$ cat src/corePkg.sv
`default_nettype none

package corePkg;

	// Datapath and instruction word width
	localparam int dataW = 32;
	// Register number width, 32 registers
	localparam int regAddrW = 5;
	// Default bank depth, 256 words
	localparam int memAddrW = 8;

	//////////////////////////////////////////////////////////////////////
	// Instruction encodings
	//////////////////////////////////////////////////////////////////////

	// Major opcode, bits 31..26
	typedef enum logic [5:0] {
		opRType = 6'd0,
		opBeq   = 6'd4,
		opAddi  = 6'd8,
		opLw    = 6'd35,
		opSw    = 6'd43
	} opcodeT;

	// R-type funct field, bits 5..0
	typedef enum logic [5:0] {
		fnAdd = 6'd32,
		fnSub = 6'd34,
		fnAnd = 6'd36,
		fnOr  = 6'd37,
		fnSlt = 6'd42
	} aluFuncT;

	// Internal ALU operation
	typedef enum logic [2:0] {
		aluAdd = 3'd0,
		aluSub = 3'd1,
		aluAnd = 3'd2,
		aluOr  = 3'd3,
		aluSlt = 3'd4
	} aluOpT;

	// Operand source for execute forwarding
	typedef enum logic [1:0] {
		fwdReg = 2'd0,
		fwdWb  = 2'd1,
		fwdMem = 2'd2
	} fwdSelT;

endpackage

`default_nettype wire

$ cat src/regFile.sv
`default_nettype none

module regFile (
	input wire clk,
	input wire arstN,
	input wire [corePkg::regAddrW-1:0] rs,
	input wire [corePkg::regAddrW-1:0] rt,
	output logic [corePkg::dataW-1:0] rsData,
	output logic [corePkg::dataW-1:0] rtData,
	input wire we,
	input wire [corePkg::regAddrW-1:0] wAddr,
	input wire [corePkg::dataW-1:0] wData
);
	import corePkg::*;

	// No storage behind register 0
	logic [dataW-1:0] regs [1:31];

	// One read port, zero for r0, bypass on a same-cycle write
	function automatic logic [dataW-1:0] readPort(input logic [regAddrW-1:0] addr);
		if (addr == '0)
			return '0;
		else if (we && wAddr == addr)
			return wData;
		else
			return regs[addr];
	endfunction

	always_ff @(posedge clk or negedge arstN)
	begin
		if (!arstN)
		begin
			for (int i = 1; i < 32; i++)
			begin
				regs[i] <= '0;
			end
		end
		else if (we && wAddr != '0)
		begin
			regs[wAddr] <= wData;
		end
	end

	// Decode reads both sources every cycle
	always_comb
	begin
		rsData = readPort(rs);
		rtData = readPort(rt);
	end

endmodule

`default_nettype wire

$ cat config.mk
export PLATFORM = sky130hd
export DESIGN_NAME = regFile
export DESIGN_NICKNAME = d
export VERILOG_FILES = /design/src/corePkg.sv /design/src/regFile.sv
export SDC_FILE = /design/constraint.sdc
export NUM_CORES = 2
export LEC_CHECK = 0
export BUFFER_PORTS_ARGS = -buffer_cell sky130_fd_sc_hd__clkbuf_2
export CORE_ASPECT_RATIO = 0.7
export CORE_MARGIN = 3
export CORE_UTILIZATION = 25
export DETAILED_ROUTE_END_ITERATION = 6
export PLACE_DENSITY = 0.46
export SYNTH_ARGS = -nofsm -noshare
export SYNTH_HDL_FRONTEND = slang
export SYNTH_SLANG_ARGS = --single-unit
$ cat constraint.sdc
create_clock -name clk -period 2.8 [get_ports clk]
set_clock_uncertainty 0.2 [all_clocks]
set_input_delay 0.28 -clock clk [delete_from_list [all_inputs] [get_ports clk]]
set_output_delay 0.28 -clock clk [all_outputs]
set_load 0.03 [all_outputs]
==> metrics <==
initial antenna violation count=14; maximum VDD drop=0.000528 V; Cells after Synth=roughly 3,700; CP max stage delay=490 ps; max cap viols=0; CTS tree=built; Unique masters post-synth=48; Reg with most FFs=regs; GR Util All Layers=0.196; Starting Density=0.253; Detailed Place HPWL=approximately 150,000 um; min Tclk post-route=3170 ps; most common cell after layout, fill and taps aside=mux2_2; Max stage delay cell, worst path=mux4_2; core area=0.212 mm^2; die width=560 um; # IOs=~110; Die ar.=approximately 0.22 mm^2; Final setup viols=64; CP endpoint kind=output pin; total gr overflow=0; largest registers=regs x992; number of flip-flops under the largest register name=992; status=complete, but fails checks; flops & latches, synth=992; final setup margin=-368 ps; kind of critical path=flip-flop to output pin; Synth Flop Type=dfrtp_1; post-synthesis net count=3,709; number of buffers and inverters on the critical path=2; cell area after layout=0.0679 mm^2; vias in the first global route=about 38,000; number of DRC markers in iteration 0=3,593; Worst Path Required=approximately 2300 ps; Site Rows=~140; Num CTS Buffers=just over 100; FILL cells=20,900; Final Hold Vio Count=0; Die Ht=394 um; DRC=0; EDFF count, synth=0; maximum clock rate=316 MHz; Final Max Slew Viols=0; routed via count=37,600; Clock Sinks=between 900 and 1,000; YS warnings=0; ordered cell list for the critical path=mux4_2 > a22oi_2 > o311ai_2 > nor3_2 > buf_4 > nor2_4 > buf_8; Final Cycle Share=1.13; # port buffers=113; synthesized area per cell=14.7 um^2; worst rel slew slack=0.433; Worst-Margin Slew=between 800 and 900 ps; H-tree depth=3; proportion of layout cells with a drive suffix above 1=0.633; worst endpoint data arrival time=2690 ps; Tightest Hold Check Type=primary input to flip-flop; number of iterations in the first detailed-routing pass=5; Vias/cell=around 5.4; Clock Pin Slew Worst Setup and Hold Paths=70 ps; Post-Layout Cell Count=around 7,000; failing checks=negative setup slack; final setup TNS=-10,310 ps; largest net degree at the start of global routing=between 80 and 90; power per cell area=666 mW/mm^2; Final Power=45.2 mW; nets=a little over 4,000; first-pass GRT wire length=312,000 um; CP max FO=3; kind of cell adding the most delay to the critical path=multiplexers; WL per Instance=between 30 and 40 um; Synth-to-Final Area Change=26.3%; unrepaired setup endpoints after global routing=yes; share of flip-flops with an asynchronous set or reset=1.00; leakage=28.7 nW; synthesized cell area=0.0537 mm^2; Post-Place Cells=6,756; hold_ws=roughly 57 ps; commonest non-fill, non-tap cells in the layout=1,100 x mux2_2, 992 x dfrtp_1, 415 x mux4_2; clk buf depth=3; ANT nets after route=0; worst skew pair latency=~690 ps; Placement Cell Area=0.0623 mm^2; WL final=between 200,000 and 250,000 um; sequential area share after synthesis=0.462; startpoint types=flip-flop; clk root buf=clkbuf_16; routability cong.=0.841
synth_stat cells (8+ instances only):
cell type / instances / area share
buf_2: 111 / 0.010
nor2_1: 112 / 0.0078
o221ai_1: 15 / 0.0024
clkbuf_1: 204 / 0.014
mux4_2: 413 / 0.17
nand3_1: 15 / 0.0014
nor4_1: 24 / 0.0028
a221o_1: 20 / 0.0037
nand4_1: 9 / 0.0010
o311ai_1: 17 / 0.0028
o21ai_0: 64 / 0.0060
a22oi_2: 22 / 0.0051
dfrtp_1: 992 / 0.46
a211o_1: 15 / 0.0024
xor2_1: 8 / 0.0013
nor3_1: 53 / 0.0049
buf_1: 54 / 0.0038
a31oi_1: 16 / 0.0019
nor2b_1: 40 / 0.0047
mux2_2: 1104 / 0.23
buf_4: 22 / 0.0031
o22ai_1: 22 / 0.0026
a22oi_1: 21 / 0.0029
a22o_1: 31 / 0.0051
a221oi_1: 85 / 0.014
o211ai_1: 10 / 0.0014
buf_6: 12 / 0.0025
mux4_1: 9 / 0.0044
nand2_1: 34 / 0.0024
mux2i_1: 50 / 0.0093
per-layer routing:
metal,share of wire,GRT usage,up-vias
met4,0.024,0.0419,0
met1,0.48,0.301,20800
met5,0,0,-
li1,-,-,15100
met3,0.071,0.0386,278
met2,0.42,0.281,1485
final cells by class:
cell class              count  area, um^2  area share
well taps                2860        3580      0.0527
multi-input cells        2257       28400       0.418
clock inverters            43         567     0.00835
diodes                      3        7.51    0.000111
inverters                   1        3.75   0.0000553
repair buffers            686        7580       0.112
clock buffers             142        2910      0.0429
flip-flops and latches    992       24800       0.366
report_power, final:
part	switching, mW	leakage (nW)	total (mW)	internal [mW]
clock	6.36	1.71	14.7	8.37
combinational	4.74	14.3	11.2	6.44
sequential	2.13	12.7	19.3	17.1
total	13.2	28.7	45.2	32.0
worst min-delay path: cells and delay by family:
family,cells,cell delay (ps)
buffers and inverters,2,400
muxes,1,220
kinds of logic (layout without fill, tap and decap cells):
group	Yosys count	in the layout	share of synthesized area
simple gates	323	323	0.0298
compound gates	346	346	0.0510
flops	992	992	0.462
xor+xnor	10	10	0.00163
buf+inv	410	872	0.0360
other cells	0	3	0
mux	1578	1578	0.419
path summary, 6_finish.rpt:
check | cells past startpoint | endpoint | slack (ps) | start
max in group asynchronous | 3 | regs[457] | 1500 | arstN
max | 7 | rtData[4] | -370 | regs[324]
min in group asynchronous | 3 | regs[21] | 230 | arstN
min | 3 | regs[26] | 60 | wData[26]
min reg2reg | 1 | regs[594] | 320 | regs[594]
max reg2reg | 3 | regs[525] | 1580 | regs[525]
per-stage QoR:
stage | setup slack [ps] | util
6_report | -368 | 0.320
5_1_grt | -446 | 0.320
4_1_cts | -409 | 0.318
3_5_place_dp | -556 | 0.293
3_3_place_gp | -549 | 0.293
2_1_floorplan | 195 | -
what timing repair did:
action                                  CTS  global route
hold buffers                             22             0
hold endpoints to repair                820             0
pin swaps                               127            74
endpoints found under the setup margin   64            64
gates resized for setup                 305            89
buffers inserted                         39             8
No activity file was read; power rests on OpenSTA's default activity.
