==> src/corePkg.sv <==
`default_nettype none

package corePkg;

	// Datapath and instruction word width
	localparam int dataW = 32;
	// Register number width, 32 registers
	localparam int regAddrW = 5;
	// Default bank depth, 256 words
	localparam int memAddrW = 8;

	//////////////////////////////////////////////////////////////////////
	// Instruction encodings
	//////////////////////////////////////////////////////////////////////

	// Major opcode, bits 31..26
	typedef enum logic [5:0] {
		opRType = 6'd0,
		opBeq   = 6'd4,
		opAddi  = 6'd8,
		opLw    = 6'd35,
		opSw    = 6'd43
	} opcodeT;

	// R-type funct field, bits 5..0
	typedef enum logic [5:0] {
		fnAdd = 6'd32,
		fnSub = 6'd34,
		fnAnd = 6'd36,
		fnOr  = 6'd37,
		fnSlt = 6'd42
	} aluFuncT;

	// Internal ALU operation
	typedef enum logic [2:0] {
		aluAdd = 3'd0,
		aluSub = 3'd1,
		aluAnd = 3'd2,
		aluOr  = 3'd3,
		aluSlt = 3'd4
	} aluOpT;

	// Operand source for execute forwarding
	typedef enum logic [1:0] {
		fwdReg = 2'd0,
		fwdWb  = 2'd1,
		fwdMem = 2'd2
	} fwdSelT;

endpackage

`default_nettype wire

==> src/hazardIf.sv <==
`default_nettype none

interface hazardIf;
	import corePkg::*;

	// Source registers in decode and execute
	logic [regAddrW-1:0] rsD;
	logic [regAddrW-1:0] rtD;
	logic [regAddrW-1:0] rsE;
	logic [regAddrW-1:0] rtE;

	// Destinations further down the pipe
	logic [regAddrW-1:0] writeRegE;
	logic [regAddrW-1:0] writeRegM;
	logic [regAddrW-1:0] writeRegW;

	// Control bits per stage
	logic branchD;
	logic memToRegE;
	logic memToRegM;
	logic regWriteE;
	logic regWriteM;
	logic regWriteW;

	// Back from the hazard unit
	logic stallF;
	logic stallD;
	logic flushE;
	logic forwardAD;
	logic forwardBD;
	fwdSelT forwardAE;
	fwdSelT forwardBE;

	modport pipe (
		output rsD, rtD, rsE, rtE, writeRegE, writeRegM, writeRegW,
		output branchD, memToRegE, memToRegM, regWriteE, regWriteM, regWriteW,
		input stallF, stallD, flushE, forwardAD, forwardBD, forwardAE, forwardBE
	);

	modport hazard (
		input rsD, rtD, rsE, rtE, writeRegE, writeRegM, writeRegW,
		input branchD, memToRegE, memToRegM, regWriteE, regWriteM, regWriteW,
		output stallF, stallD, flushE, forwardAD, forwardBD, forwardAE, forwardBE
	);

endinterface

`default_nettype wire

==> src/hazardUnit.sv <==
`default_nettype none

module hazardUnit (
	hazardIf.hazard haz
);
	import corePkg::*;

	// Load in execute feeds decode
	logic lwStall;
	// Branch source still in flight
	logic branchStall;
	logic aluHitE;
	logic loadHitM;

	// Memory stage wins over write-back
	// r0 never forwarded, its value is fixed
	function automatic fwdSelT fwdSel(
		input logic [regAddrW-1:0] src,
		input logic [regAddrW-1:0] dstM,
		input logic weM,
		input logic [regAddrW-1:0] dstW,
		input logic weW
	);
		if (src != '0 && weM && src == dstM)
			return fwdMem;
		else if (src != '0 && weW && src == dstW)
			return fwdWb;
		else
			return fwdReg;
	endfunction

	//////////////////////////////////////////////////////////////////////
	// Forwarding
	//////////////////////////////////////////////////////////////////////

	// Execute operands
	assign haz.forwardAE = fwdSel(haz.rsE, haz.writeRegM, haz.regWriteM,
		haz.writeRegW, haz.regWriteW);
	assign haz.forwardBE = fwdSel(haz.rtE, haz.writeRegM, haz.regWriteM,
		haz.writeRegW, haz.regWriteW);

	// Branch compare in decode, memory stage only
	assign haz.forwardAD = haz.rsD != '0 && haz.regWriteM && haz.rsD == haz.writeRegM;
	assign haz.forwardBD = haz.rtD != '0 && haz.regWriteM && haz.rtD == haz.writeRegM;

	//////////////////////////////////////////////////////////////////////
	// Stalls
	//////////////////////////////////////////////////////////////////////

	// Load result exists only after memory
	assign lwStall = haz.memToRegE && haz.writeRegE != '0
		&& (haz.writeRegE == haz.rsD || haz.writeRegE == haz.rtD);

	// ALU result not yet in memory stage
	assign aluHitE = haz.regWriteE && haz.writeRegE != '0
		&& (haz.writeRegE == haz.rsD || haz.writeRegE == haz.rtD);

	// Load data only forwardable from write-back
	assign loadHitM = haz.memToRegM && haz.writeRegM != '0
		&& (haz.writeRegM == haz.rsD || haz.writeRegM == haz.rtD);

	assign branchStall = haz.branchD && (aluHitE || loadHitM);

	// Hold fetch and decode, bubble into execute
	assign haz.stallF = lwStall || branchStall;
	assign haz.stallD = lwStall || branchStall;
	assign haz.flushE = lwStall || branchStall;

endmodule

`default_nettype wire

==> src/flat_wrapper.sv <==
// flat-port wrapper written by rule: the top's interface ports become plain ports
module hazardUnit_flat import corePkg::*;
  (haz_rsD, haz_rtD, haz_rsE, haz_rtE, haz_writeRegE, haz_writeRegM, haz_writeRegW, haz_branchD, haz_memToRegE, haz_memToRegM, haz_regWriteE, haz_regWriteM, haz_regWriteW, haz_stallF, haz_stallD, haz_flushE, haz_forwardAD, haz_forwardBD, haz_forwardAE, haz_forwardBE);
  hazardIf haz_i ();
  input wire logic [$bits(haz_i.rsD)-1:0] haz_rsD;
  input wire logic [$bits(haz_i.rtD)-1:0] haz_rtD;
  input wire logic [$bits(haz_i.rsE)-1:0] haz_rsE;
  input wire logic [$bits(haz_i.rtE)-1:0] haz_rtE;
  input wire logic [$bits(haz_i.writeRegE)-1:0] haz_writeRegE;
  input wire logic [$bits(haz_i.writeRegM)-1:0] haz_writeRegM;
  input wire logic [$bits(haz_i.writeRegW)-1:0] haz_writeRegW;
  input wire logic [$bits(haz_i.branchD)-1:0] haz_branchD;
  input wire logic [$bits(haz_i.memToRegE)-1:0] haz_memToRegE;
  input wire logic [$bits(haz_i.memToRegM)-1:0] haz_memToRegM;
  input wire logic [$bits(haz_i.regWriteE)-1:0] haz_regWriteE;
  input wire logic [$bits(haz_i.regWriteM)-1:0] haz_regWriteM;
  input wire logic [$bits(haz_i.regWriteW)-1:0] haz_regWriteW;
  output wire logic [$bits(haz_i.stallF)-1:0] haz_stallF;
  output wire logic [$bits(haz_i.stallD)-1:0] haz_stallD;
  output wire logic [$bits(haz_i.flushE)-1:0] haz_flushE;
  output wire logic [$bits(haz_i.forwardAD)-1:0] haz_forwardAD;
  output wire logic [$bits(haz_i.forwardBD)-1:0] haz_forwardBD;
  output wire logic [$bits(haz_i.forwardAE)-1:0] haz_forwardAE;
  output wire logic [$bits(haz_i.forwardBE)-1:0] haz_forwardBE;
  assign haz_i.rsD = haz_rsD;
  assign haz_i.rtD = haz_rtD;
  assign haz_i.rsE = haz_rsE;
  assign haz_i.rtE = haz_rtE;
  assign haz_i.writeRegE = haz_writeRegE;
  assign haz_i.writeRegM = haz_writeRegM;
  assign haz_i.writeRegW = haz_writeRegW;
  assign haz_i.branchD = haz_branchD;
  assign haz_i.memToRegE = haz_memToRegE;
  assign haz_i.memToRegM = haz_memToRegM;
  assign haz_i.regWriteE = haz_regWriteE;
  assign haz_i.regWriteM = haz_regWriteM;
  assign haz_i.regWriteW = haz_regWriteW;
  assign haz_stallF = haz_i.stallF;
  assign haz_stallD = haz_i.stallD;
  assign haz_flushE = haz_i.flushE;
  assign haz_forwardAD = haz_i.forwardAD;
  assign haz_forwardBD = haz_i.forwardBD;
  assign haz_forwardAE = haz_i.forwardAE;
  assign haz_forwardBE = haz_i.forwardBE;
  hazardUnit u_core (.haz(haz_i));
endmodule
==> config.mk <==
export PLATFORM = sky130hd
export DESIGN_NAME = hazardUnit_flat
export DESIGN_NICKNAME = d
export VERILOG_FILES = /design/src/corePkg.sv /design/src/hazardIf.sv /design/src/hazardUnit.sv /design/src/flat_wrapper.sv
export SDC_FILE = /design/constraint.sdc
export NUM_CORES = 1
export LEC_CHECK = 0
export BUFFER_PORTS_ARGS = -buffer_cell sky130_fd_sc_hd__buf_2
export CAP_MARGIN = 25
export CORE_MARGIN = 2
export CORE_UTILIZATION = 38
export DETAILED_ROUTE_END_ITERATION = 6
export GPL_TIMING_DRIVEN = 1
export PLACE_DENSITY = 0.89
export REMOVE_ABC_BUFFERS = 1
export SYNTH_ARGS = -nofsm -noshare
export SYNTH_HDL_FRONTEND = slang
export SYNTH_SLANG_ARGS = --single-unit
==> constraint.sdc <==
create_clock -name vclk -period 1.1
set_input_delay 0.055 -clock vclk [all_inputs]
set_output_delay 0.055 -clock vclk [all_outputs]
set_load 0.02 [all_outputs]
==> results.yml <==
status:
  status: "complete, but fails checks"
  failed_checks: "negative setup slack"
route:
  totalWireLength_um: 3200
  routed-wl-met2_um: 1630
  met3_wire_length_um: 205
  drt_drc_violations_left: 0
  detail_route.iter0.violations: 44
  topRoutingLayerUsed: "met4"
  vias: 945
  detail_route.first_pass.iterations: 4
  met1Wirelength_um: 1190
  detail-route-antenna-nets: 0
  wl_per_cell_um: 19.5
  detail_route.vias_per_cell: 5.76
timing:
  timing.final.max_slew_violations: 0
  report.final.hold_viol_count: 0
  maxSlewHeadroom: 0.774
  unrepaired_setup_endpoints_after_global_routing: "true"
  hold-worst-slack_ps: 491
  postLayoutSetupSlackWorst_ps: -284
  worstMarginPinSlew_ps: 336
  post-route-period-util: 1.26
  totalNegativeSetupSlack_ps: -1100
  max_freq_ghz: 0.722
  layout_min_cycle_time_ps: 1380
  setup_viol: 9
worst_setup_path:
  critPathKind: "input port to output pin"
  endpoint_kind: "output pin"
  critical_path_peak_fanout: 2
  worst-endpoint-required_ps: 1040
  worst-endpoint-arrival_ps: 1330
  setup_crit_start_kind: "input port"
pwr:
  power.density_cell_area_nw_per_um2: 409
  p_leak_nw: 0.589
  vdd.ir_drop.worst_v: 0.000238
layout:
  clock_buffer_count: 0
  synthToLayoutAreaGrowth_pct: 111
  number_of_nets_in_the_final_layout: 191
  utilization: 0.872
  multi_input_comb_area_um2: 721
  n_antenna_cell: 0
  filler_cell_count: 73
  final_layout_size_suffix_gt1_frac: 0.662
  layout.area.seq_um2: 0
  design.seq.count: 0
logic_synthesis:
  synth_top_cell_area_share: 0.375
  synthesis.area_per_instance_um2: 7.79
  yosys.area.top_type: "sky130_fd_sc_hd__xnor2_1"
  yosysSeqAreaShare: 0
  synth.top_cells.by_count: "sky130_fd_sc_hd__xnor2_1, sky130_fd_sc_hd__xor2_1, sky130_fd_sc_hd__clkbuf_1, sky130_fd_sc_hd__nor3_1"
  syn-instance-count: 81
  netlist-cell-type-count: 19
  synthMostInstantiatedCell: "sky130_fd_sc_hd__xnor2_1"
  yosys_warn_count: 0
  synth_top_cells_by_area: "sky130_fd_sc_hd__xnor2_1, sky130_fd_sc_hd__xor2_1, sky130_fd_sc_hd__nor4_2, sky130_fd_sc_hd__nand4_1, sky130_fd_sc_hd__nor3_1"
  syn-cell-area_um2: 631
grt:
  grt_max_degree: 5
  grt_remaining_overflow: 0
  number_of_antenna_violations_at_the_first_check_in_global_routing: 0
  global_route.usage.total: 0.295
  grt_pass1_wl_um: 4430
  grt_pass1_vias: 984
placement:
  dp_hpwl_um: 2090
  place.port_buffers: 50
  finalWeightedCongestion: 0.860
floorplan:
  die-width_um: 44.7
  floorplan.die_area_um2: 2000
  initial_core_util: 0.414
  core_area_um2: 1520
  row_count: 14
  io-pin-count: 50
  chipHeight_um: 44.7
flow_run:
  maxCapViolations: 0
min_path:
  min-delay-path-class: "input port to output pin"
-- routing by layer --
| metal | track usage | up-vias |
|---|---|---|
| met3 | 0.0320 | 16 |
| met5 | 0 | - |
| met4 | 0.133 | 0 |
| li1 | - | 423 |
| met1 | 0.331 | 455 |
| met2 | 0.551 | 51 |
-- critical path, cell delays in order --
cell                     delay (ps)
sky130_fd_sc_hd__buf_2          100
sky130_fd_sc_hd__or4_4          530
sky130_fd_sc_hd__nor2_4         110
sky130_fd_sc_hd__nor4_2          60
sky130_fd_sc_hd__nor4_2         250
sky130_fd_sc_hd__buf_2          210
-- area by class of cell --
| type | instances | area share |
|---|---|---|
| tap | 16 | 0.0151 |
| multi-input combinational | 74 | 0.542 |
| timing repair buffer | 74 | 0.443 |
-- power by group --
part | internal (mW) | switching [mW] | total (mW)
Clock | 0 | 0 | 0
Sequential | 0 | 0 | 0
Combinational | 0.297 | 0.246 | 0.543
-- layout by cell type, fill, tap and decap left out, drive strengths merged, types with 2 or more instances in the layout --
cell	n
buf	74
nand2	3
nand3	3
nand4	4
nor2	4
nor3	5
nor4	4
o311a	2
or3	2
or4	3
xnor2	27
xor2	13
-- per-stage QoR --
stage	cells	setup slack, ps	power [mW]	area, µm²
after floorplan	74	-887	0.170	597
after global placement	162	-239	0.380	1030
after detailed placement	162	-298	0.398	1030
after CTS	162	-302	0.455	1170
after global routing	164	-317	0.567	1330
final	164	-284	0.543	1330
-- worst paths after layout --
check / cells past startpoint / from / to / slack [ps]
worst max-delay path: 6 / haz_rsE[0] / haz_forwardAE[0] / -280
worst min-delay path: 3 / haz_rsD[4] / haz_forwardAD / 490
-- kinds of logic (layout without fill, tap and decap cells) --
family / count (synthesis) / in the layout / synth area share
AOI/OAI and AO/OA: 6 / 6 / 0.0754
xor gates and xnor gates: 40 / 40 / 0.556
buffers and inverters: 7 / 74 / 0.0536
and+or+nand+nor: 28 / 28 / 0.315
-- what timing repair did --
action | in CTS | in global routing
cloned | 0 | 0
buffers inserted | 0 | 2
pin swaps | 15 | 12
setup endpoints to repair | 9 | 9
hold buffers | 0 | 0
gates resized for setup | 36 | 32
Note: power is estimated with default switching activity, not from simulation.
