## src/corePkg.sv

```systemverilog
`default_nettype none

package corePkg;

	// Datapath and instruction word width
	localparam int dataW = 32;
	// Register number width, 32 registers
	localparam int regAddrW = 5;
	// Default bank depth, 256 words
	localparam int memAddrW = 8;

	//////////////////////////////////////////////////////////////////////
	// Instruction encodings
	//////////////////////////////////////////////////////////////////////

	// Major opcode, bits 31..26
	typedef enum logic [5:0] {
		opRType = 6'd0,
		opBeq   = 6'd4,
		opAddi  = 6'd8,
		opLw    = 6'd35,
		opSw    = 6'd43
	} opcodeT;

	// R-type funct field, bits 5..0
	typedef enum logic [5:0] {
		fnAdd = 6'd32,
		fnSub = 6'd34,
		fnAnd = 6'd36,
		fnOr  = 6'd37,
		fnSlt = 6'd42
	} aluFuncT;

	// Internal ALU operation
	typedef enum logic [2:0] {
		aluAdd = 3'd0,
		aluSub = 3'd1,
		aluAnd = 3'd2,
		aluOr  = 3'd3,
		aluSlt = 3'd4
	} aluOpT;

	// Operand source for execute forwarding
	typedef enum logic [1:0] {
		fwdReg = 2'd0,
		fwdWb  = 2'd1,
		fwdMem = 2'd2
	} fwdSelT;

endpackage

`default_nettype wire

```

## src/hazardIf.sv

```systemverilog
`default_nettype none

interface hazardIf;
	import corePkg::*;

	// Source registers in decode and execute
	logic [regAddrW-1:0] rsD;
	logic [regAddrW-1:0] rtD;
	logic [regAddrW-1:0] rsE;
	logic [regAddrW-1:0] rtE;

	// Destinations further down the pipe
	logic [regAddrW-1:0] writeRegE;
	logic [regAddrW-1:0] writeRegM;
	logic [regAddrW-1:0] writeRegW;

	// Control bits per stage
	logic branchD;
	logic memToRegE;
	logic memToRegM;
	logic regWriteE;
	logic regWriteM;
	logic regWriteW;

	// Back from the hazard unit
	logic stallF;
	logic stallD;
	logic flushE;
	logic forwardAD;
	logic forwardBD;
	fwdSelT forwardAE;
	fwdSelT forwardBE;

	modport pipe (
		output rsD, rtD, rsE, rtE, writeRegE, writeRegM, writeRegW,
		output branchD, memToRegE, memToRegM, regWriteE, regWriteM, regWriteW,
		input stallF, stallD, flushE, forwardAD, forwardBD, forwardAE, forwardBE
	);

	modport hazard (
		input rsD, rtD, rsE, rtE, writeRegE, writeRegM, writeRegW,
		input branchD, memToRegE, memToRegM, regWriteE, regWriteM, regWriteW,
		output stallF, stallD, flushE, forwardAD, forwardBD, forwardAE, forwardBE
	);

endinterface

`default_nettype wire

```

## src/pipeDatapath.sv

```systemverilog
`default_nettype none

module pipeDatapath #(
	parameter int addrW = corePkg::memAddrW
) (
	input wire clk,
	input wire arstN,
	input wire run,
	hazardIf.pipe haz,
	output logic [addrW-1:0] imemAddr,
	input wire [corePkg::dataW-1:0] imemData,
	output logic [addrW-1:0] dmemAddr,
	output logic [corePkg::dataW-1:0] dmemWData,
	output logic dmemWe,
	input wire [corePkg::dataW-1:0] dmemRData,
	output logic [corePkg::regAddrW-1:0] rs,
	output logic [corePkg::regAddrW-1:0] rt,
	input wire [corePkg::dataW-1:0] rsData,
	input wire [corePkg::dataW-1:0] rtData,
	output logic rdWe,
	output logic [corePkg::regAddrW-1:0] rdAddr,
	output logic [corePkg::dataW-1:0] rdData,
	output logic wbValid,
	output logic [corePkg::regAddrW-1:0] wbReg,
	output logic [corePkg::dataW-1:0] wbData
);
	import corePkg::*;

	// Fetch
	logic [dataW-1:0] pcF;
	logic [dataW-1:0] pcPlus4F;
	// Decode
	logic validD;
	logic [dataW-1:0] instrD;
	logic [dataW-1:0] pcPlus4D;
	opcodeT opD;
	aluFuncT functD;
	logic [regAddrW-1:0] rsD;
	logic [regAddrW-1:0] rtD;
	logic [regAddrW-1:0] rdD;
	logic [regAddrW-1:0] writeRegD;
	logic [dataW-1:0] immD;
	logic regWriteD;
	logic memToRegD;
	logic memWriteD;
	logic branchD;
	logic aluSrcD;
	logic regDstD;
	aluOpT aluOpD;
	logic [dataW-1:0] cmpAD;
	logic [dataW-1:0] cmpBD;
	logic pcSrcD;
	logic [dataW-1:0] pcBranchD;
	// Execute
	logic regWriteE;
	logic memToRegE;
	logic memWriteE;
	logic aluSrcE;
	aluOpT aluOpE;
	logic [regAddrW-1:0] rsE;
	logic [regAddrW-1:0] rtE;
	logic [regAddrW-1:0] writeRegE;
	logic [dataW-1:0] rsDataE;
	logic [dataW-1:0] rtDataE;
	logic [dataW-1:0] immE;
	logic [dataW-1:0] srcAE;
	logic [dataW-1:0] srcBE;
	logic [dataW-1:0] writeDataE;
	logic [dataW-1:0] aluOutE;
	// Memory
	logic regWriteM;
	logic memToRegM;
	logic memWriteM;
	logic [regAddrW-1:0] writeRegM;
	logic [dataW-1:0] aluOutM;
	logic [dataW-1:0] writeDataM;
	// Write-back
	logic regWriteW;
	logic memToRegW;
	logic [regAddrW-1:0] writeRegW;
	logic [dataW-1:0] aluOutW;
	logic [dataW-1:0] readDataW;
	logic [dataW-1:0] resultW;

	//////////////////////////////////////////////////////////////////////
	// Fetch
	//////////////////////////////////////////////////////////////////////

	assign pcPlus4F = pcF + 32'd4;
	// Byte pc, word-addressed bank
	assign imemAddr = pcF[addrW+1:2];

	always_ff @(posedge clk or negedge arstN)
	begin
		if (!arstN)
			pcF <= '0;
		else if (!run)
			pcF <= '0;
		else if (!haz.stallF)
			pcF <= pcSrcD ? pcBranchD : pcPlus4F;
	end

	// Taken branch squashes the slot behind it
	always_ff @(posedge clk or negedge arstN)
	begin
		if (!arstN)
			validD <= 1'b0;
		else if (!run)
			validD <= 1'b0;
		else if (!haz.stallD)
			validD <= !pcSrcD;
	end

	always_ff @(posedge clk)
	begin
		if (!haz.stallD)
		begin
			instrD <= imemData;
			pcPlus4D <= pcPlus4F;
		end
	end

	//////////////////////////////////////////////////////////////////////
	// Decode
	//////////////////////////////////////////////////////////////////////

	assign opD = opcodeT'(instrD[31:26]);
	assign functD = aluFuncT'(instrD[5:0]);
	assign rsD = instrD[25:21];
	assign rtD = instrD[20:16];
	assign rdD = instrD[15:11];
	assign immD = {{16{instrD[15]}}, instrD[15:0]};

	// Control, all zero for an empty slot
	always_comb
	begin
		regWriteD = 1'b0;
		memToRegD = 1'b0;
		memWriteD = 1'b0;
		branchD = 1'b0;
		aluSrcD = 1'b0;
		regDstD = 1'b0;
		aluOpD = aluAdd;
		if (validD)
		begin
			case (opD)
				opRType:
				begin
					regWriteD = 1'b1;
					regDstD = 1'b1;
					case (functD)
						fnSub: aluOpD = aluSub;
						fnAnd: aluOpD = aluAnd;
						fnOr: aluOpD = aluOr;
						fnSlt: aluOpD = aluSlt;
						default: aluOpD = aluAdd;
					endcase
				end
				opAddi:
				begin
					regWriteD = 1'b1;
					aluSrcD = 1'b1;
				end
				opLw:
				begin
					regWriteD = 1'b1;
					memToRegD = 1'b1;
					aluSrcD = 1'b1;
				end
				opSw:
				begin
					memWriteD = 1'b1;
					aluSrcD = 1'b1;
				end
				opBeq: branchD = 1'b1;
				default: regWriteD = 1'b0;
			endcase
		end
		writeRegD = regDstD ? rdD : rtD;
		// Writes to r0 dropped here, nop included
		if (writeRegD == '0)
			regWriteD = 1'b0;
	end

	assign rs = rsD;
	assign rt = rtD;

	// Equality compare, operands from memory stage if newer
	assign cmpAD = haz.forwardAD ? aluOutM : rsData;
	assign cmpBD = haz.forwardBD ? aluOutM : rtData;
	// No decision while the compare waits on a stall
	assign pcSrcD = branchD && cmpAD == cmpBD && !haz.stallD;
	assign pcBranchD = pcPlus4D + {immD[dataW-3:0], 2'b00};

	//////////////////////////////////////////////////////////////////////
	// Execute
	//////////////////////////////////////////////////////////////////////

	// Flush leaves a bubble
	always_ff @(posedge clk or negedge arstN)
	begin
		if (!arstN)
		begin
			regWriteE <= 1'b0;
			memToRegE <= 1'b0;
			memWriteE <= 1'b0;
		end
		else if (!run || haz.flushE)
		begin
			regWriteE <= 1'b0;
			memToRegE <= 1'b0;
			memWriteE <= 1'b0;
		end
		else
		begin
			regWriteE <= regWriteD;
			memToRegE <= memToRegD;
			memWriteE <= memWriteD;
		end
	end

	always_ff @(posedge clk)
	begin
		aluOpE <= aluOpD;
		aluSrcE <= aluSrcD;
		rsE <= rsD;
		rtE <= rtD;
		writeRegE <= writeRegD;
		rsDataE <= rsData;
		rtDataE <= rtData;
		immE <= immD;
	end

	// Operand muxes
	always_comb
	begin
		case (haz.forwardAE)
			fwdMem: srcAE = aluOutM;
			fwdWb: srcAE = resultW;
			default: srcAE = rsDataE;
		endcase
		case (haz.forwardBE)
			fwdMem: writeDataE = aluOutM;
			fwdWb: writeDataE = resultW;
			default: writeDataE = rtDataE;
		endcase
	end

	assign srcBE = aluSrcE ? immE : writeDataE;

	// ALU
	always_comb
	begin
		case (aluOpE)
			aluSub: aluOutE = srcAE - srcBE;
			aluAnd: aluOutE = srcAE & srcBE;
			aluOr: aluOutE = srcAE | srcBE;
			aluSlt: aluOutE = {31'd0, $signed(srcAE) < $signed(srcBE)};
			default: aluOutE = srcAE + srcBE;
		endcase
	end

	//////////////////////////////////////////////////////////////////////
	// Memory and write-back
	//////////////////////////////////////////////////////////////////////

	always_ff @(posedge clk or negedge arstN)
	begin
		if (!arstN)
		begin
			regWriteM <= 1'b0;
			memToRegM <= 1'b0;
			memWriteM <= 1'b0;
			regWriteW <= 1'b0;
			memToRegW <= 1'b0;
		end
		else if (!run)
		begin
			regWriteM <= 1'b0;
			memToRegM <= 1'b0;
			memWriteM <= 1'b0;
			regWriteW <= 1'b0;
			memToRegW <= 1'b0;
		end
		else
		begin
			regWriteM <= regWriteE;
			memToRegM <= memToRegE;
			memWriteM <= memWriteE;
			regWriteW <= regWriteM;
			memToRegW <= memToRegM;
		end
	end

	always_ff @(posedge clk)
	begin
		writeRegM <= writeRegE;
		aluOutM <= aluOutE;
		writeDataM <= writeDataE;
		writeRegW <= writeRegM;
		aluOutW <= aluOutM;
		readDataW <= dmemRData;
	end

	// Byte address to word index
	assign dmemAddr = aluOutM[addrW+1:2];
	assign dmemWData = writeDataM;
	assign dmemWe = memWriteM;

	assign resultW = memToRegW ? readDataW : aluOutW;
	assign rdWe = regWriteW;
	assign rdAddr = writeRegW;
	assign rdData = resultW;

	// Hazard unit view
	assign haz.rsD = rsD;
	assign haz.rtD = rtD;
	assign haz.rsE = rsE;
	assign haz.rtE = rtE;
	assign haz.writeRegE = writeRegE;
	assign haz.writeRegM = writeRegM;
	assign haz.writeRegW = writeRegW;
	assign haz.branchD = branchD;
	assign haz.memToRegE = memToRegE;
	assign haz.memToRegM = memToRegM;
	assign haz.regWriteE = regWriteE;
	assign haz.regWriteM = regWriteM;
	assign haz.regWriteW = regWriteW;

	// Trace, one cycle after the register file write
	always_ff @(posedge clk or negedge arstN)
	begin
		if (!arstN)
			wbValid <= 1'b0;
		else
			wbValid <= regWriteW;
	end

	always_ff @(posedge clk)
	begin
		wbReg <= writeRegW;
		wbData <= resultW;
	end

	// r0 writes filtered in decode, must never reach the trace
	assert property (@(posedge clk) disable iff (!arstN) wbValid |-> wbReg != '0)
		else $error("pipeDatapath: trace reports a write to r0");

endmodule

`default_nettype wire

```

## src/flat_wrapper.sv

```systemverilog
// flat-port wrapper written by rule: the top's interface ports become plain ports
module pipeDatapath_flat import corePkg::*;
#(
	parameter int addrW = corePkg::memAddrW
)
  (clk, arstN, run, imemAddr, imemData, dmemAddr, dmemWData, dmemWe, dmemRData, rs, rt, rsData, rtData, rdWe, rdAddr, rdData, wbValid, wbReg, wbData, haz_rsD, haz_rtD, haz_rsE, haz_rtE, haz_writeRegE, haz_writeRegM, haz_writeRegW, haz_branchD, haz_memToRegE, haz_memToRegM, haz_regWriteE, haz_regWriteM, haz_regWriteW, haz_stallF, haz_stallD, haz_flushE, haz_forwardAD, haz_forwardBD, haz_forwardAE, haz_forwardBE);
  hazardIf haz_i ();
  input wire clk;
  input wire arstN;
  input wire run;
  output logic [addrW-1:0] imemAddr;
  input wire [corePkg::dataW-1:0] imemData;
  output logic [addrW-1:0] dmemAddr;
  output logic [corePkg::dataW-1:0] dmemWData;
  output logic dmemWe;
  input wire [corePkg::dataW-1:0] dmemRData;
  output logic [corePkg::regAddrW-1:0] rs;
  output logic [corePkg::regAddrW-1:0] rt;
  input wire [corePkg::dataW-1:0] rsData;
  input wire [corePkg::dataW-1:0] rtData;
  output logic rdWe;
  output logic [corePkg::regAddrW-1:0] rdAddr;
  output logic [corePkg::dataW-1:0] rdData;
  output logic wbValid;
  output logic [corePkg::regAddrW-1:0] wbReg;
  output logic [corePkg::dataW-1:0] wbData;
  output wire logic [$bits(haz_i.rsD)-1:0] haz_rsD;
  output wire logic [$bits(haz_i.rtD)-1:0] haz_rtD;
  output wire logic [$bits(haz_i.rsE)-1:0] haz_rsE;
  output wire logic [$bits(haz_i.rtE)-1:0] haz_rtE;
  output wire logic [$bits(haz_i.writeRegE)-1:0] haz_writeRegE;
  output wire logic [$bits(haz_i.writeRegM)-1:0] haz_writeRegM;
  output wire logic [$bits(haz_i.writeRegW)-1:0] haz_writeRegW;
  output wire logic [$bits(haz_i.branchD)-1:0] haz_branchD;
  output wire logic [$bits(haz_i.memToRegE)-1:0] haz_memToRegE;
  output wire logic [$bits(haz_i.memToRegM)-1:0] haz_memToRegM;
  output wire logic [$bits(haz_i.regWriteE)-1:0] haz_regWriteE;
  output wire logic [$bits(haz_i.regWriteM)-1:0] haz_regWriteM;
  output wire logic [$bits(haz_i.regWriteW)-1:0] haz_regWriteW;
  input wire logic [$bits(haz_i.stallF)-1:0] haz_stallF;
  input wire logic [$bits(haz_i.stallD)-1:0] haz_stallD;
  input wire logic [$bits(haz_i.flushE)-1:0] haz_flushE;
  input wire logic [$bits(haz_i.forwardAD)-1:0] haz_forwardAD;
  input wire logic [$bits(haz_i.forwardBD)-1:0] haz_forwardBD;
  input wire logic [$bits(haz_i.forwardAE)-1:0] haz_forwardAE;
  input wire logic [$bits(haz_i.forwardBE)-1:0] haz_forwardBE;
  assign haz_rsD = haz_i.rsD;
  assign haz_rtD = haz_i.rtD;
  assign haz_rsE = haz_i.rsE;
  assign haz_rtE = haz_i.rtE;
  assign haz_writeRegE = haz_i.writeRegE;
  assign haz_writeRegM = haz_i.writeRegM;
  assign haz_writeRegW = haz_i.writeRegW;
  assign haz_branchD = haz_i.branchD;
  assign haz_memToRegE = haz_i.memToRegE;
  assign haz_memToRegM = haz_i.memToRegM;
  assign haz_regWriteE = haz_i.regWriteE;
  assign haz_regWriteM = haz_i.regWriteM;
  assign haz_regWriteW = haz_i.regWriteW;
  assign haz_i.stallF = haz_stallF;
  assign haz_i.stallD = haz_stallD;
  assign haz_i.flushE = haz_flushE;
  assign haz_i.forwardAD = haz_forwardAD;
  assign haz_i.forwardBD = haz_forwardBD;
  assign haz_i.forwardAE = haz_forwardAE;
  assign haz_i.forwardBE = haz_forwardBE;
  pipeDatapath #(.addrW(addrW)) u_core (.clk(clk), .arstN(arstN), .run(run), .haz(haz_i), .imemAddr(imemAddr), .imemData(imemData), .dmemAddr(dmemAddr), .dmemWData(dmemWData), .dmemWe(dmemWe), .dmemRData(dmemRData), .rs(rs), .rt(rt), .rsData(rsData), .rtData(rtData), .rdWe(rdWe), .rdAddr(rdAddr), .rdData(rdData), .wbValid(wbValid), .wbReg(wbReg), .wbData(wbData));
endmodule
```

## config.mk

```make
export PLATFORM = sky130hd
export DESIGN_NAME = pipeDatapath_flat
export DESIGN_NICKNAME = d
export VERILOG_FILES = /design/src/corePkg.sv /design/src/hazardIf.sv /design/src/pipeDatapath.sv /design/src/flat_wrapper.sv
export SDC_FILE = /design/constraint.sdc
export NUM_CORES = 1
export LEC_CHECK = 0
export ABC_AREA = 0
export ABC_CLOCK_PERIOD_IN_PS = 3900
export BUFFER_PORTS_ARGS = -buffer_cell sky130_fd_sc_hd__buf_2
export CAP_MARGIN = 20
export CORE_UTILIZATION = 51
export DETAILED_ROUTE_END_ITERATION = 10
export GPL_ROUTABILITY_DRIVEN = 1
export PLACE_DENSITY_LB_ADDON = 0.12
export SYNTH_ARGS = -nofsm -noshare
export SYNTH_HDL_FRONTEND = slang
export SYNTH_SLANG_ARGS = --single-unit
export TNS_END_PERCENT = 10
```

## constraint.sdc

```tcl
create_clock -name clk -period 3.9 [get_ports clk]
set_input_delay 0.78 -clock clk [delete_from_list [all_inputs] [get_ports clk]]
set_output_delay 0.78 -clock clk [all_outputs]
set_load 0.01 [all_outputs]
```

==> flow_summary.ini <==
[power_and_ir_drop]
p_sw_share_pct = 36.9
seqPwrFrac_pct = 32.2
cellPowerDensity_nw_per_um2 = 633
ir_drop_uv = 502
combPwrFrac_pct = 45.5
p_clk_share_pct = 22.3
p_leak_nw = 10.7
intPower_mw = 9.15
switchingPower_mw = 5.35

[final_layout]
synthToLayoutAreaGrowth_pct = 36.4
nets = 2666
fin_area_um2 = 22900
layout_common_cells = buf_4, buf_2, dfxtp_1
drive_gt1_share_pct = 37.7
mostFrequentLayoutCell = buf_4
diodes = 0

[logic_synthesis]
syn_inst = 1805
synthArstFlopShare_pct = 5.42
syn_nets = 2056
yosysTopAreaCellShare_pct = 32.7
synth_edf_count = 40
yosysUniqueCellTypes = 83
syn_area_um2 = 16800
yosysTopAreaCell = dfxtp_1
ys_ff_latch = 332
synth_seq_area_share_pct = 42.5
ys.flop_type = dfxtp_1
avgSynthCellArea_um2 = 9.30
ys_warn_count = 0
netlist_top_cells_area = dfxtp_1, ha_1, edfxtp_1

[timing]
timing.slew.headroom_pct = 47.4
fmax_ghz = 0.243
min_period_ps = 4120
final_hold_viol_count = 0
finalCritPeriodShare_pct = 106
fin_setup_tns_ps = -1830
fin_ws_ps = -222
finalClockSkew_ps = 27.4
report.final.setup_viol = 16
rsz0062_at_grt = true
slew_viol_final = 0
tightest_slew_ps = 789

[clock_tree]
clk_latency_ps = 540
cts-root-buf = clkbuf_16
cts.clk_slew.worst_paths_ps = 70
cts_made_buffers = 35
cts.sinks = 332
clock_path_buffers = 3
cts_tree = yes
h-tree-depth = 2

[routing]
wl_per_cell_um = 21.5
antenna_left = 0
drtIter0Drc = 1248
drt-total-wl_um = 61900
via_count = 16672
firstDrtPassIters = 5
route.detailed.drc = 0
routed_via_density = 5.78

[die]
die_h_um = 183
core.rowCount = 66
die_area_um2 = 33600
initial_core_util_pct = 51.7
core_um2 = 32500
chipWidth_um = 183
ios = 316

[critical_path]
arrival_ps = 4510
crit_fanout = 4
critPathRequiredTime_ps = 4290
end_kind = flip-flop
critPathKind = reg -> reg
reg2reg_depth = 18
crit_path_start_kind = flip-flop

[global_route]
grt_pass1_wl_um = 93000
grt_overflow = 0
grt_max_degree = 42
antenna_found_initial = 3
grt_pass1_vias = 16459
grt_usage_pct = 36.1

[worst_hold_path]
hp-class = in -> async

[place]
placed_area_um2 = 21200
place.gp.congestion = 0.969
dpl.hpwl_um = 47500
place.port_buffers = 315

[job]
drv_cap = 0

[outcome]
violations = setup timing
status = finished with violations
## layer usage
metal	up-vias	wire, um	track usage [%]
met5	-	35	0
met4	6	4060	22.1
met3	174	4150	5.63
met2	789	29400	61.6
met1	8015	24300	42.5
li1	7688	-	-
## flip-flops by register name (all words and copies together), names as in the netlist, 16 cells and up
name	flops
u_core.wbData	32
u_core.rsDataE	32
u_core.rtDataE	32
u_core.readDataW	32
u_core.instrD	32
u_core.aluOutW	32
u_core.dmemWData	32
u_core.aluOutM	32
u_core.immE	16
## through the flow
stage	setup slack (ps)	hold slack [ps]	utilization [%]	std cells	total power, mW
4_1_cts	-176	185	70.2	2879	14.4
2_1_floorplan	-330	323	-	1805	7.66
3_3_place_gp	-815	327	65.3	2805	10.7
6_report	-222	185	70.6	2882	14.5
5_1_grt	-397	213	70.6	2882	15.2
3_5_place_dp	-858	327	65.3	2805	10.8
## layout make-up
type	count	area, um2
inverter	174	666
fill	2616	9550
clock buffer	52	1030
sequential	332	7140
clock inverter	10	72.6
timing repair buffer	707	4580
tap	442	553
multi-input combinational	1165	8860
## worst max-delay path, cell delays in order (launching register included)
cell,delay [ps]
dfrtp_1,410
buf_12,150
mux2_4,310
a22oi_2,180
nor2_4,60
a21oi_2,130
o21a_1,160
inv_2,60
ha_4,160
fa_2,330
nor2b_4,140
o311ai_4,300
a21oi_4,120
o221ai_4,190
o211ai_1,160
a2111o_1,550
a31oi_4,230
mux2i_1,210
o221ai_1,110
## timing repair
action                                  4_1_cts  5_1_grt
endpoints found under the setup margin       23       23
resized for setup                            83       22
hold buffers                                  0        0
pin swaps                                    33        5
buffers inserted                             12        3
## synthesized netlist by cell type (13+ instances only)
library cell	count
ha_1	108
nand2b_1	16
a21o_1	14
dfrtp_1	18
nor3_1	22
dfxtp_1	274
nand3_1	18
edfxtp_1	40
a221o_1	44
o21a_1	39
mux2_2	37
nor2b_1	21
a221oi_1	36
nand2_1	101
inv_1	171
clkbuf_1	68
a22oi_1	69
a21oi_1	139
o22ai_1	19
o221ai_1	47
xnor2_1	46
mux2i_1	13
o21ai_0	75
buf_4	38
nor2_1	131
## path summary, 6_finish.rpt
kind	startpoint	to	slack, ps
max	u_core.memToRegW	u_core.aluOutM[28]	-220
min	arstN	u_core.wbValid	190
max reg2reg	u_core.memToRegW	u_core.aluOutM[28]	-220
min reg2reg	u_core.instrD[8]	u_core.immE[8]	340
max in group asynchronous	arstN	u_core.haz.memToRegE	3390
min in group clk	dmemRData[17]	u_core.readDataW[17]	340
## power by group through the flow
stage / clock network, mW / registers [mW] / logic [mW]
finish: 3.24 / 4.67 / 6.59
global placement: 0 / 4.69 / 6.05
CTS: 3.25 / 4.65 / 6.46
floorplan: 0 / 4.64 / 3.02
global route: 3.39 / 4.71 / 7.08
detailed placement: 0 / 4.71 / 6.13
## cell families after synthesis
group | count (synthesis) | synth area share, %
AOI/OAI and AO/OA | 583 | 24.6
and+or+nand+nor | 370 | 10.3
DFF | 332 | 42.5
buffers and inverters | 308 | 8.17
adders and majority gates | 112 | 8.47
xor gates and xnor gates | 50 | 2.61
muxes | 50 | 3.26
Note: power is estimated with default switching activity, not from simulation.
